===== config.mk =====
export PLATFORM = sky130hd
export DESIGN_NAME = tapasco_dm_top
export DESIGN_NICKNAME = d
export VERILOG_FILES = /design/src/dm_wrap_pkg.sv /design/src/tapasco_dm_top.sv /design/src/axi_mem_bridge.sv /design/src/dm_debug_mem.sv /design/src/dm_csrs.sv
export SDC_FILE = /design/constraint.sdc
export NUM_CORES = 1
export LEC_CHECK = 0
export BUFFER_PORTS_ARGS = -buffer_cell sky130_fd_sc_hd__buf_2
export CELL_PAD_IN_SITES_DETAIL_PLACEMENT = 1
export CELL_PAD_IN_SITES_GLOBAL_PLACEMENT = 2
export CORE_AREA = 2 2 176 178
export CTS_BUF_LIST = sky130_fd_sc_hd__clkbuf_8
export DETAILED_ROUTE_END_ITERATION = 7
export DIE_AREA = 0 0 178 180
export PLACE_DENSITY = 0.81
export SYNTH_ARGS = -nofsm -noshare
export SYNTH_HDL_FRONTEND = slang
export SYNTH_SLANG_ARGS = --single-unit

===== constraint.sdc =====
create_clock -name clk_i -period 6.4 [get_ports clk_i]
set_clock_uncertainty 0.15 [all_clocks]
set_input_delay 1.28 -clock clk_i [delete_from_list [all_inputs] [get_ports clk_i]]
set_output_delay 1.28 -clock clk_i [all_outputs]
set_load 0.03 [all_outputs]

===== src/dm_wrap_pkg.sv =====
package dm_wrap_pkg;

    // Bus widths
    localparam int unsigned DMI_ADDR_W = 7;
    localparam int unsigned DMI_DATA_W = 32;
    localparam int unsigned AXI_ADDR_W = 64;
    localparam int unsigned AXI_DATA_W = 64;
    localparam int unsigned AXI_STRB_W = 8;
    localparam int unsigned AXI_ID_W   = 5;
    localparam int unsigned AXI_USER_W = 4;

    // DMI register map
    localparam logic [DMI_ADDR_W-1:0] DMI_DATA0     = 7'h04;
    localparam logic [DMI_ADDR_W-1:0] DMI_DATA1     = 7'h05;
    localparam logic [DMI_ADDR_W-1:0] DMI_DMCONTROL = 7'h10;
    localparam logic [DMI_ADDR_W-1:0] DMI_DMSTATUS  = 7'h11;

    localparam int unsigned DMCTRL_DMACTIVE_BIT     = 0;
    localparam int unsigned DMCTRL_HALTREQ_BIT      = 31;
    localparam logic [3:0]  DMSTATUS_VERSION        = 4'd2; // Debug spec 0.13
    localparam int unsigned DMSTATUS_AUTH_BIT       = 7;
    localparam int unsigned DMSTATUS_ANYHALTED_BIT  = 8;
    localparam int unsigned DMSTATUS_ALLHALTED_BIT  = 9;
    localparam int unsigned DMSTATUS_ANYRUNNING_BIT = 10;
    localparam int unsigned DMSTATUS_ALLRUNNING_BIT = 11;

    // Core-side debug memory, offsets within the 4 KiB window
    localparam int unsigned      MEM_OFFS_W   = 12;
    localparam logic [MEM_OFFS_W-1:0] MEM_HALTED   = 12'h100;
    localparam logic [MEM_OFFS_W-1:0] MEM_RESUMING = 12'h108;
    localparam logic [MEM_OFFS_W-1:0] MEM_DATA     = 12'h380;

    localparam logic [1:0] RESP_OKAY   = 2'b00;
    localparam logic [1:0] RESP_DECERR = 2'b11;

    typedef struct packed {
        logic                  wr;
        logic [DMI_ADDR_W-1:0] addr;
        logic [DMI_DATA_W-1:0] data;
    } dmi_req_t;

    typedef struct packed {
        logic                  req;
        logic                  we;
        logic [AXI_ADDR_W-1:0] addr;
        logic [AXI_STRB_W-1:0] be;
        logic [AXI_DATA_W-1:0] wdata;
    } mem_req_t;

    typedef struct packed {
        logic [AXI_DATA_W-1:0] rdata;
        logic                  err;
    } mem_rsp_t;

    typedef struct packed {
        logic                  wr0;
        logic                  wr1;
        logic [AXI_DATA_W-1:0] data; // data1 in the upper half
    } data_wr_t;

    typedef struct packed {
        logic [AXI_ID_W-1:0]   id;
        logic [AXI_ADDR_W-1:0] addr;
        logic [7:0]            len;
        logic [2:0]            size;
        logic [1:0]            burst;
        logic                  lock;
        logic [3:0]            cache;
        logic [2:0]            prot;
        logic [3:0]            qos;
        logic [3:0]            region;
        logic [5:0]            atop;
        logic [AXI_USER_W-1:0] user;
    } axi_aw_t;

    typedef struct packed {
        logic [AXI_ID_W-1:0]   id;
        logic [AXI_ADDR_W-1:0] addr;
        logic [7:0]            len;
        logic [2:0]            size;
        logic [1:0]            burst;
        logic                  lock;
        logic [3:0]            cache;
        logic [2:0]            prot;
        logic [3:0]            qos;
        logic [3:0]            region;
        logic [AXI_USER_W-1:0] user;
    } axi_ar_t;

    typedef struct packed {
        logic [AXI_DATA_W-1:0] data;
        logic [AXI_STRB_W-1:0] strb;
        logic                  last;
        logic [AXI_USER_W-1:0] user;
    } axi_w_t;

    typedef struct packed {
        logic [AXI_ID_W-1:0]   id;
        logic [1:0]            resp;
        logic [AXI_USER_W-1:0] user;
    } axi_b_t;

    typedef struct packed {
        logic [AXI_ID_W-1:0]   id;
        logic [AXI_DATA_W-1:0] data;
        logic [1:0]            resp;
        logic                  last;
        logic [AXI_USER_W-1:0] user;
    } axi_r_t;

    typedef struct packed {
        axi_aw_t aw;
        logic    aw_valid;
        axi_w_t  w;
        logic    w_valid;
        logic    b_ready;
        axi_ar_t ar;
        logic    ar_valid;
        logic    r_ready;
    } axi_req_t;

    typedef struct packed {
        logic   aw_ready;
        logic   ar_ready;
        logic   w_ready;
        logic   b_valid;
        axi_b_t b;
        logic   r_valid;
        axi_r_t r;
    } axi_resp_t;

endpackage

===== src/tapasco_dm_top.sv =====
`timescale 1ns/1ps

module tapasco_dm_top (
    input  logic                               clk_i,
    input  logic                               rst_n_i,
    output logic                               debug_req_core_o,
    // DMI pins, level strobe
    input  logic                               dmi_req_i,
    input  logic                               dmi_wr_i,
    input  logic [dm_wrap_pkg::DMI_ADDR_W-1:0] dmi_addr_i,
    input  logic [dm_wrap_pkg::DMI_DATA_W-1:0] dmi_wdata_i,
    output logic [dm_wrap_pkg::DMI_DATA_W-1:0] dmi_rdata_o,
    // Core-side AXI slave
    input  dm_wrap_pkg::axi_req_t              axi_req_i,
    output dm_wrap_pkg::axi_resp_t             axi_resp_o
);

    dm_wrap_pkg::dmi_req_t              dmi_req;
    dm_wrap_pkg::mem_req_t              mem_req;
    dm_wrap_pkg::mem_rsp_t              mem_rsp;
    dm_wrap_pkg::data_wr_t              core_wr;
    logic                               halted;
    logic [dm_wrap_pkg::DMI_DATA_W-1:0] data0;
    logic [dm_wrap_pkg::DMI_DATA_W-1:0] data1;

    assign dmi_req.wr   = dmi_wr_i;
    assign dmi_req.addr = dmi_addr_i;
    assign dmi_req.data = dmi_wdata_i;

    dm_csrs u_csrs (
        .clk_i       ( clk_i            ),
        .rst_n_i     ( rst_n_i          ),
        .dmi_valid_i ( dmi_req_i        ), // Every high cycle is an access
        .dmi_req_i   ( dmi_req          ),
        .core_wr_i   ( core_wr          ),
        .halted_i    ( halted           ),
        .dmi_rdata_o ( dmi_rdata_o      ),
        .data0_o     ( data0            ),
        .data1_o     ( data1            ),
        .debug_req_o ( debug_req_core_o )
    );

    dm_debug_mem u_debug_mem (
        .clk_i     ( clk_i   ),
        .rst_n_i   ( rst_n_i ),
        .mem_req_i ( mem_req ),
        .data0_i   ( data0   ),
        .data1_i   ( data1   ),
        .mem_rsp_o ( mem_rsp ),
        .data_wr_o ( core_wr ),
        .halted_o  ( halted  )
    );

    axi_mem_bridge u_axi_bridge (
        .clk_i      ( clk_i      ),
        .rst_n_i    ( rst_n_i    ),
        .axi_req_i  ( axi_req_i  ),
        .mem_rsp_i  ( mem_rsp    ),
        .axi_resp_o ( axi_resp_o ),
        .mem_req_o  ( mem_req    )
    );

endmodule


===== src/axi_mem_bridge.sv =====
`timescale 1ns/1ps

module axi_mem_bridge (
    input  logic                   clk_i,
    input  logic                   rst_n_i,
    input  dm_wrap_pkg::axi_req_t  axi_req_i,
    input  dm_wrap_pkg::mem_rsp_t  mem_rsp_i,
    output dm_wrap_pkg::axi_resp_t axi_resp_o,
    output dm_wrap_pkg::mem_req_t  mem_req_o
);

    typedef enum logic [1:0] {
        ST_IDLE,
        ST_WAIT_W,
        ST_READ_RSP,
        ST_WRITE_RSP
    } state_e;

    state_e                               state_q;
    state_e                               state_d;
    logic [dm_wrap_pkg::AXI_ID_W-1:0]     id_q;
    logic [dm_wrap_pkg::AXI_ADDR_W-1:0]   addr_q;
    logic [dm_wrap_pkg::AXI_DATA_W-1:0]   rdata_q;
    logic [1:0]                           resp_q;
    logic                                 ar_hs;
    logic                                 aw_hs;
    logic                                 w_hs;
    logic [1:0]                           mem_resp;

    // Reads win over writes in idle
    assign ar_hs = (state_q == ST_IDLE) & axi_req_i.ar_valid;
    assign aw_hs = (state_q == ST_IDLE) & axi_req_i.aw_valid & ~axi_req_i.ar_valid;
    assign w_hs  = (state_q == ST_WAIT_W) & axi_req_i.w_valid;

    assign mem_resp = mem_rsp_i.err ? dm_wrap_pkg::RESP_DECERR : dm_wrap_pkg::RESP_OKAY;

    // One memory access per transaction
    assign mem_req_o.req   = ar_hs | w_hs;
    assign mem_req_o.we    = state_q == ST_WAIT_W;
    assign mem_req_o.addr  = (state_q == ST_WAIT_W) ? addr_q : axi_req_i.ar.addr;
    assign mem_req_o.be    = axi_req_i.w.strb;
    assign mem_req_o.wdata = axi_req_i.w.data;

    always_comb begin
        state_d = state_q;
        case (state_q)
            ST_IDLE: begin
                if (ar_hs) begin
                    state_d = ST_READ_RSP;
                end else if (aw_hs) begin
                    state_d = ST_WAIT_W;
                end
            end
            ST_WAIT_W: begin
                if (w_hs) state_d = ST_WRITE_RSP;
            end
            ST_READ_RSP: begin
                if (axi_req_i.r_ready) state_d = ST_IDLE;
            end
            ST_WRITE_RSP: begin
                if (axi_req_i.b_ready) state_d = ST_IDLE;
            end
            default: state_d = ST_IDLE;
        endcase
    end

    always_ff @(posedge clk_i) begin
        if (!rst_n_i) begin
            state_q <= ST_IDLE;
        end else begin
            state_q <= state_d;
        end
    end

    always_ff @(posedge clk_i) begin
        if (ar_hs) begin
            id_q    <= axi_req_i.ar.id;
            rdata_q <= mem_rsp_i.rdata; // Memory answers in the same cycle
            resp_q  <= mem_resp;
        end else if (aw_hs) begin
            id_q   <= axi_req_i.aw.id;
            addr_q <= axi_req_i.aw.addr;
        end else if (w_hs) begin
            resp_q <= mem_resp;
        end
    end

    assign axi_resp_o.aw_ready = aw_hs | ((state_q == ST_IDLE) & ~axi_req_i.ar_valid);
    assign axi_resp_o.ar_ready = state_q == ST_IDLE;
    assign axi_resp_o.w_ready  = state_q == ST_WAIT_W;

    assign axi_resp_o.b_valid = state_q == ST_WRITE_RSP;
    assign axi_resp_o.b.id    = id_q;
    assign axi_resp_o.b.resp  = resp_q;
    assign axi_resp_o.b.user  = '0;

    assign axi_resp_o.r_valid = state_q == ST_READ_RSP;
    assign axi_resp_o.r.id    = id_q;
    assign axi_resp_o.r.data  = rdata_q;
    assign axi_resp_o.r.resp  = resp_q;
    assign axi_resp_o.r.last  = 1'b1; // Single beat only
    assign axi_resp_o.r.user  = '0;

    // Bursts are not supported on this port
    a_awlen_zero: assert property (
        @(posedge clk_i) disable iff (!rst_n_i)
        axi_req_i.aw_valid |-> axi_req_i.aw.len == 8'd0
    );

    a_arlen_zero: assert property (
        @(posedge clk_i) disable iff (!rst_n_i)
        axi_req_i.ar_valid |-> axi_req_i.ar.len == 8'd0
    );

endmodule


===== src/dm_debug_mem.sv =====
`timescale 1ns/1ps

module dm_debug_mem (
    input  logic                               clk_i,
    input  logic                               rst_n_i,
    input  dm_wrap_pkg::mem_req_t              mem_req_i,
    input  logic [dm_wrap_pkg::DMI_DATA_W-1:0] data0_i,
    input  logic [dm_wrap_pkg::DMI_DATA_W-1:0] data1_i,
    output dm_wrap_pkg::mem_rsp_t              mem_rsp_o,
    output dm_wrap_pkg::data_wr_t              data_wr_o,
    output logic                               halted_o
);

    logic                                  halted_q;
    logic [dm_wrap_pkg::MEM_OFFS_W-1:0]    offs;
    logic                                  hit_halted;
    logic                                  hit_resuming;
    logic                                  hit_data;
    logic                                  wr_en;
    logic [dm_wrap_pkg::AXI_DATA_W-1:0]    cur_word;
    logic [dm_wrap_pkg::AXI_DATA_W-1:0]    merged;

    assign offs         = mem_req_i.addr[dm_wrap_pkg::MEM_OFFS_W-1:0];
    assign hit_halted   = offs == dm_wrap_pkg::MEM_HALTED;
    assign hit_resuming = offs == dm_wrap_pkg::MEM_RESUMING;
    assign hit_data     = offs == dm_wrap_pkg::MEM_DATA;
    assign wr_en        = mem_req_i.req & mem_req_i.we;

    assign cur_word = {data1_i, data0_i};

    always_comb begin
        for (int i = 0; i < dm_wrap_pkg::AXI_STRB_W; i++) begin
            merged[i*8 +: 8] = mem_req_i.be[i] ? mem_req_i.wdata[i*8 +: 8] : cur_word[i*8 +: 8];
        end
    end

    // Lanes 3:0 belong to data0
    assign data_wr_o.wr0  = wr_en & hit_data & (|mem_req_i.be[3:0]);
    assign data_wr_o.wr1  = wr_en & hit_data & (|mem_req_i.be[7:4]);
    assign data_wr_o.data = merged;

    always_ff @(posedge clk_i) begin
        if (!rst_n_i) begin
            halted_q <= 1'b0;
        end else if (wr_en && hit_halted) begin
            halted_q <= 1'b1;
        end else if (wr_en && hit_resuming) begin
            halted_q <= 1'b0;
        end
    end

    always_comb begin
        mem_rsp_o.rdata = '0;
        if (hit_halted) begin
            mem_rsp_o.rdata[0] = halted_q;
        end else if (hit_data) begin
            mem_rsp_o.rdata = cur_word;
        end
        mem_rsp_o.err = ~(hit_halted | hit_resuming | hit_data);
    end

    assign halted_o = halted_q;

endmodule


===== src/dm_csrs.sv =====
`timescale 1ns/1ps

module dm_csrs (
    input  logic                                   clk_i,
    input  logic                                   rst_n_i,
    input  logic                                   dmi_valid_i,
    input  dm_wrap_pkg::dmi_req_t                  dmi_req_i,
    input  dm_wrap_pkg::data_wr_t                  core_wr_i,
    input  logic                                   halted_i,
    output logic [dm_wrap_pkg::DMI_DATA_W-1:0]     dmi_rdata_o,
    output logic [dm_wrap_pkg::DMI_DATA_W-1:0]     data0_o,
    output logic [dm_wrap_pkg::DMI_DATA_W-1:0]     data1_o,
    output logic                                   debug_req_o
);

    logic [dm_wrap_pkg::DMI_DATA_W-1:0] data0_q;
    logic [dm_wrap_pkg::DMI_DATA_W-1:0] data1_q;
    logic                               dmactive_q;
    logic                               haltreq_q;
    logic [dm_wrap_pkg::DMI_DATA_W-1:0] rdata_q;
    logic [dm_wrap_pkg::DMI_DATA_W-1:0] rdata_d;
    logic                               dmi_wr;
    logic                               dmi_rd;

    assign dmi_wr = dmi_valid_i & dmi_req_i.wr;
    assign dmi_rd = dmi_valid_i & ~dmi_req_i.wr;

    always_comb begin
        logic [dm_wrap_pkg::DMI_DATA_W-1:0] dmstatus;
        logic [dm_wrap_pkg::DMI_DATA_W-1:0] dmcontrol;

        dmstatus = '0;
        dmstatus[3:0] = dm_wrap_pkg::DMSTATUS_VERSION;
        dmstatus[dm_wrap_pkg::DMSTATUS_AUTH_BIT]       = 1'b1; // No authentication
        dmstatus[dm_wrap_pkg::DMSTATUS_ANYHALTED_BIT]  = halted_i;
        dmstatus[dm_wrap_pkg::DMSTATUS_ALLHALTED_BIT]  = halted_i;
        dmstatus[dm_wrap_pkg::DMSTATUS_ANYRUNNING_BIT] = ~halted_i;
        dmstatus[dm_wrap_pkg::DMSTATUS_ALLRUNNING_BIT] = ~halted_i;

        dmcontrol = '0;
        dmcontrol[dm_wrap_pkg::DMCTRL_DMACTIVE_BIT] = dmactive_q;
        dmcontrol[dm_wrap_pkg::DMCTRL_HALTREQ_BIT]  = haltreq_q;

        case (dmi_req_i.addr)
            dm_wrap_pkg::DMI_DATA0:     rdata_d = data0_q;
            dm_wrap_pkg::DMI_DATA1:     rdata_d = data1_q;
            dm_wrap_pkg::DMI_DMCONTROL: rdata_d = dmcontrol;
            dm_wrap_pkg::DMI_DMSTATUS:  rdata_d = dmstatus;
            default:                    rdata_d = '0; // Unmapped reads as zero
        endcase
    end

    always_ff @(posedge clk_i) begin
        if (!rst_n_i) begin
            data0_q    <= '0;
            data1_q    <= '0;
            dmactive_q <= 1'b0;
            haltreq_q  <= 1'b0;
            rdata_q    <= '0;
        end else begin
            // DMI has priority over the core side
            if (dmi_wr && dmi_req_i.addr == dm_wrap_pkg::DMI_DATA0) begin
                data0_q <= dmi_req_i.data;
            end else if (core_wr_i.wr0) begin
                data0_q <= core_wr_i.data[31:0];
            end

            if (dmi_wr && dmi_req_i.addr == dm_wrap_pkg::DMI_DATA1) begin
                data1_q <= dmi_req_i.data;
            end else if (core_wr_i.wr1) begin
                data1_q <= core_wr_i.data[63:32];
            end

            if (dmi_wr && dmi_req_i.addr == dm_wrap_pkg::DMI_DMCONTROL) begin
                dmactive_q <= dmi_req_i.data[dm_wrap_pkg::DMCTRL_DMACTIVE_BIT];
                // Haltreq only survives with an active session
                haltreq_q  <= dmi_req_i.data[dm_wrap_pkg::DMCTRL_HALTREQ_BIT] &
                              dmi_req_i.data[dm_wrap_pkg::DMCTRL_DMACTIVE_BIT];
            end

            if (dmi_rd) begin
                rdata_q <= rdata_d; // Held until the next read
            end
        end
    end

    assign dmi_rdata_o = rdata_q;
    assign data0_o     = data0_q;
    assign data1_o     = data1_q;
    assign debug_req_o = haltreq_q;

    // Every strobed DMI access must carry a known address from the pins
    a_dmi_addr_known: assert property (
        @(posedge clk_i) disable iff (!rst_n_i)
        dmi_valid_i |-> !$isunknown(dmi_req_i.addr)
    );

endmodule


==> qor.tcl <==
set qor(grt_first_pass_wirelength_um) 40080
set qor(fin_crit_sh) 0.5924
set qor(syn_to_final_growth_pct) 24.31
set qor(synth_top_flop_cell) {sky130_fd_sc_hd__dfxtp_1}
set qor(die-width_um) 178
set qor(ys_seq_area_frac) 0.5487
set qor(slew_headroom) 0.2850
set qor(critical_path.cell_chain) {buf_2 > nor2b_1 > and4_2 > buf_4 > mux2_2 > o221a_2}
set qor(final_layout_size_suffix_gt1_frac) 0.5209
set qor(hold_viol_final) 0
set qor(post_synth_num_cell_types) 46
set qor(worst_skew_pair.late_latency_ps) 470
set qor(synth_top_cells_by_area) {sky130_fd_sc_hd__edfxtp_1 (30%), sky130_fd_sc_hd__dfxtp_1 (25%), sky130_fd_sc_hd__mux2_2 (12%)}
set qor(route.detailed.drc) 0
set qor(cts_made_buffers) 17
set qor(vias) 6312
set qor(fin_setup_tns_ps) 0
set qor(global_route.usage.met1) 0.2310
set qor(worst_path_max_delay_cell) {sky130_fd_sc_hd__and4_2}
set qor(drtPass1Iterations) 4
set qor(grt_max_degree) 72
set qor(cts_setup_buffers) 0
set qor(timing.critical_path.fanout_max) 28
set qor(top_level_ports) 460
set qor(gr-usage-met3) 0.04188
set qor(cts-root-to-sink-buffers) 2
set qor(largest_vdd_supply_drop_uv) 135.6
set qor(run_status) {finished clean}
set qor(design.final.nets) 1232
set qor(vias_per_cell) 4.822
set qor(hpwl_um) 19220
set qor(initial_antenna_violation_count) 5
set qor(fp.dieH_um) 180
set qor(synth_warnings) 0
set qor(class_of_the_tightest_hold_or_removal_check) {flip-flop to flip-flop}
set qor(grt.met2_usage) 0.2605
set qor(netlist.area_leader.share) 0.3013
set qor(clk_transition_reported_paths_ps) 120
set qor(synth.top_cells.by_count) {sky130_fd_sc_hd__dfxtp_1 (101), sky130_fd_sc_hd__mux2_2 (84), sky130_fd_sc_hd__edfxtp_1 (82), sky130_fd_sc_hd__and2_1 (72), sky130_fd_sc_hd__o221a_2 (55)}
set qor(fin_hold_ws_ps) 312.4
set qor(static-leakage-power_nw) 4.065
set qor(layout.filler_cells) 3403
set qor(routed_wire_length_per_instance_um) 20.56
set qor(synth-async-reset-ratio) 0
set qor(yosysMostFrequentCell) {sky130_fd_sc_hd__dfxtp_1}
set qor(synth-seq-cells) 183
set qor(max_clock_freq_ghz) 0.2638
set qor(grt_busiest_layer) {met2}
set qor(syn_area_mm2) 0.008173
set qor(clk_root_buffer_cell) {sky130_fd_sc_hd__clkbuf_8}
set qor(cp_data_required_time_ps) 6600
set qor(design.die.area_mm2) 0.03204
set qor(netlist.top_cell.by_area) {sky130_fd_sc_hd__edfxtp_1}
set qor(post_cts_resize_count) 0
set qor(dr.first_iter.drc_count) 289
set qor(max_cap_violations) 0
set qor(floorplan.rows) 64
set qor(power_per_cell_area_mw_per_mm2) 233.8
set qor(arrival_ps) 4000
set qor(port_buffers) 269
set qor(unrepaired_setup_endpoints_after_global_routing) {false}
set qor(worst_path_largest_cell_delay_ps) 810
set qor(via_count_of_the_first_global_routing_pass) 6440
set qor(edff_count_synth) 82
set qor(cts_hold_buf) 0
set qor(critical_path_class) {input pin to flip-flop}
set qor(final_period_minus_worst_setup_slack_ps) 3791
set qor(ant_nets) 0
set qor(clkSinkCount) 183
set qor(core_mm2) 0.03019
set qor(clock_tree.htree_level_count) 4
set qor(drt_wl_total_um) 26910
set qor(sort_of_element_at_the_start_of_the_critical_path) {input pin}
set qor(tightest_slew_ps) 1073
set qor(synth_area_per_cell_um2) 12.52
set qor(start_util) 0.2707
set qor(syn_inst) 653
set qor(routabilityCongestion) 0.7565
set qor(global_route.overflow_total) 0
set qor(endpoint_kind) {flip-flop}
set qor(setup_viol) 0
set qor(cts_tree) {done}
set qor(slew_viol_final) 0
set qor(grt.total_usage) 0.1669
==> layout by cell type (no fill, tap or decap), types with 11 or more instances in the layout <==
cell type and instances:
sky130_fd_sc_hd__a22oi_1 33, sky130_fd_sc_hd__and2_1 71, sky130_fd_sc_hd__buf_2 269, sky130_fd_sc_hd__clkbuf_8 17
sky130_fd_sc_hd__dfxtp_1 101, sky130_fd_sc_hd__edfxtp_1 82, sky130_fd_sc_hd__mux2_2 84, sky130_fd_sc_hd__mux2i_1 11
sky130_fd_sc_hd__nand2_1 19, sky130_fd_sc_hd__nand2b_1 12, sky130_fd_sc_hd__nor2_1 37, sky130_fd_sc_hd__o221a_2 55
==> metrics by stage <==
step	area, um^2	util	setup WS (ps)	std cells	power (mW)
after floorplan	8199	-	2210	660	1.502
after global placement	9786	0.3241	2141	1274	1.617
after detailed placement	9786	0.3241	2122	1274	1.621
after CTS	10150	0.3363	2627	1306	2.401
after global routing	10150	0.3364	2434	1307	2.471
final	10160	0.3365	2609	1309	2.375
==> power breakdown <==
group	internal [mW]	total (mW)	switching [mW]	leakage, nW
Sequential	1.27	1.28	0.0161	1.60
Clock	0.288	0.785	0.497	0.192
Combinational	0.0964	0.306	0.209	2.27
Total	1.65	2.38	0.723	4.06
==> final timing paths <==
path	endpoint	start	slack, ps	cells past startpoint
max reg2reg	u_csrs.data1_o[20]	u_axi_bridge.addr_q[1]	3370	6
min reg2reg	u_debug_mem.halted_o	u_axi_bridge.addr_q[3]	310	1
max	u_csrs.data1_o[11]	dmi_addr_i[2]	2610	6
min	u_debug_mem.halted_o	u_axi_bridge.addr_q[3]	310	1
==> cell families after synthesis <==
logic type / Yosys count / share of synthesized area
AO/OA/AOI/OAI: 143 / 0.1661
buffers and inverters: 61 / 0.04118
flip-flops: 183 / 0.5487
multiplexers: 95 / 0.1292
other: 2 / 0.0009189
AND/OR/NAND/NOR: 169 / 0.1139
==> metal layers <==
metal  share of wire  routed length, um
met5         0.00048                 13
met4           0.010                280
met3           0.075               2013
met2            0.45              12140
met1            0.46              12460
==> flip-flops by register name, summed over array words and instances, names as in the netlist <==
register,flops
u_axi_bridge.addr_q,12
u_axi_bridge.id_q,5
u_axi_bridge.rdata_q,64
u_axi_bridge.resp_q,1
u_axi_bridge.state_q,2
u_csrs.data0_o,32
u_csrs.data1_o,32
u_csrs.debug_req_o,1
u_csrs.dmactive_q,1
u_csrs.dmi_rdata_o,32
u_debug_mem.halted_o,1
==> final cells by class <==
cell class	instances	area, um^2	area share
Antenna cell	3	7.507	0.0007389
Clock buffer	17	234.0	0.02303
Clock inverter	15	132.6	0.01305
Inverter	2	7.507	0.0007389
Multi-Input combinational cell	416	3392	0.3339
Sequential cell	183	4484	0.4414
Tap cell	396	495.5	0.04877
Timing Repair Buffer	277	1406	0.1384
==> worst max-delay path: cells and delay by family <==
kind                   cells  cell delay, ps
AO/OA/AOI/OAI              1             240
AND/OR/NAND/NOR            2            1470
buffers and inverters      2             570
multiplexers               1             410
Note: power is estimated with default switching activity, not from simulation.
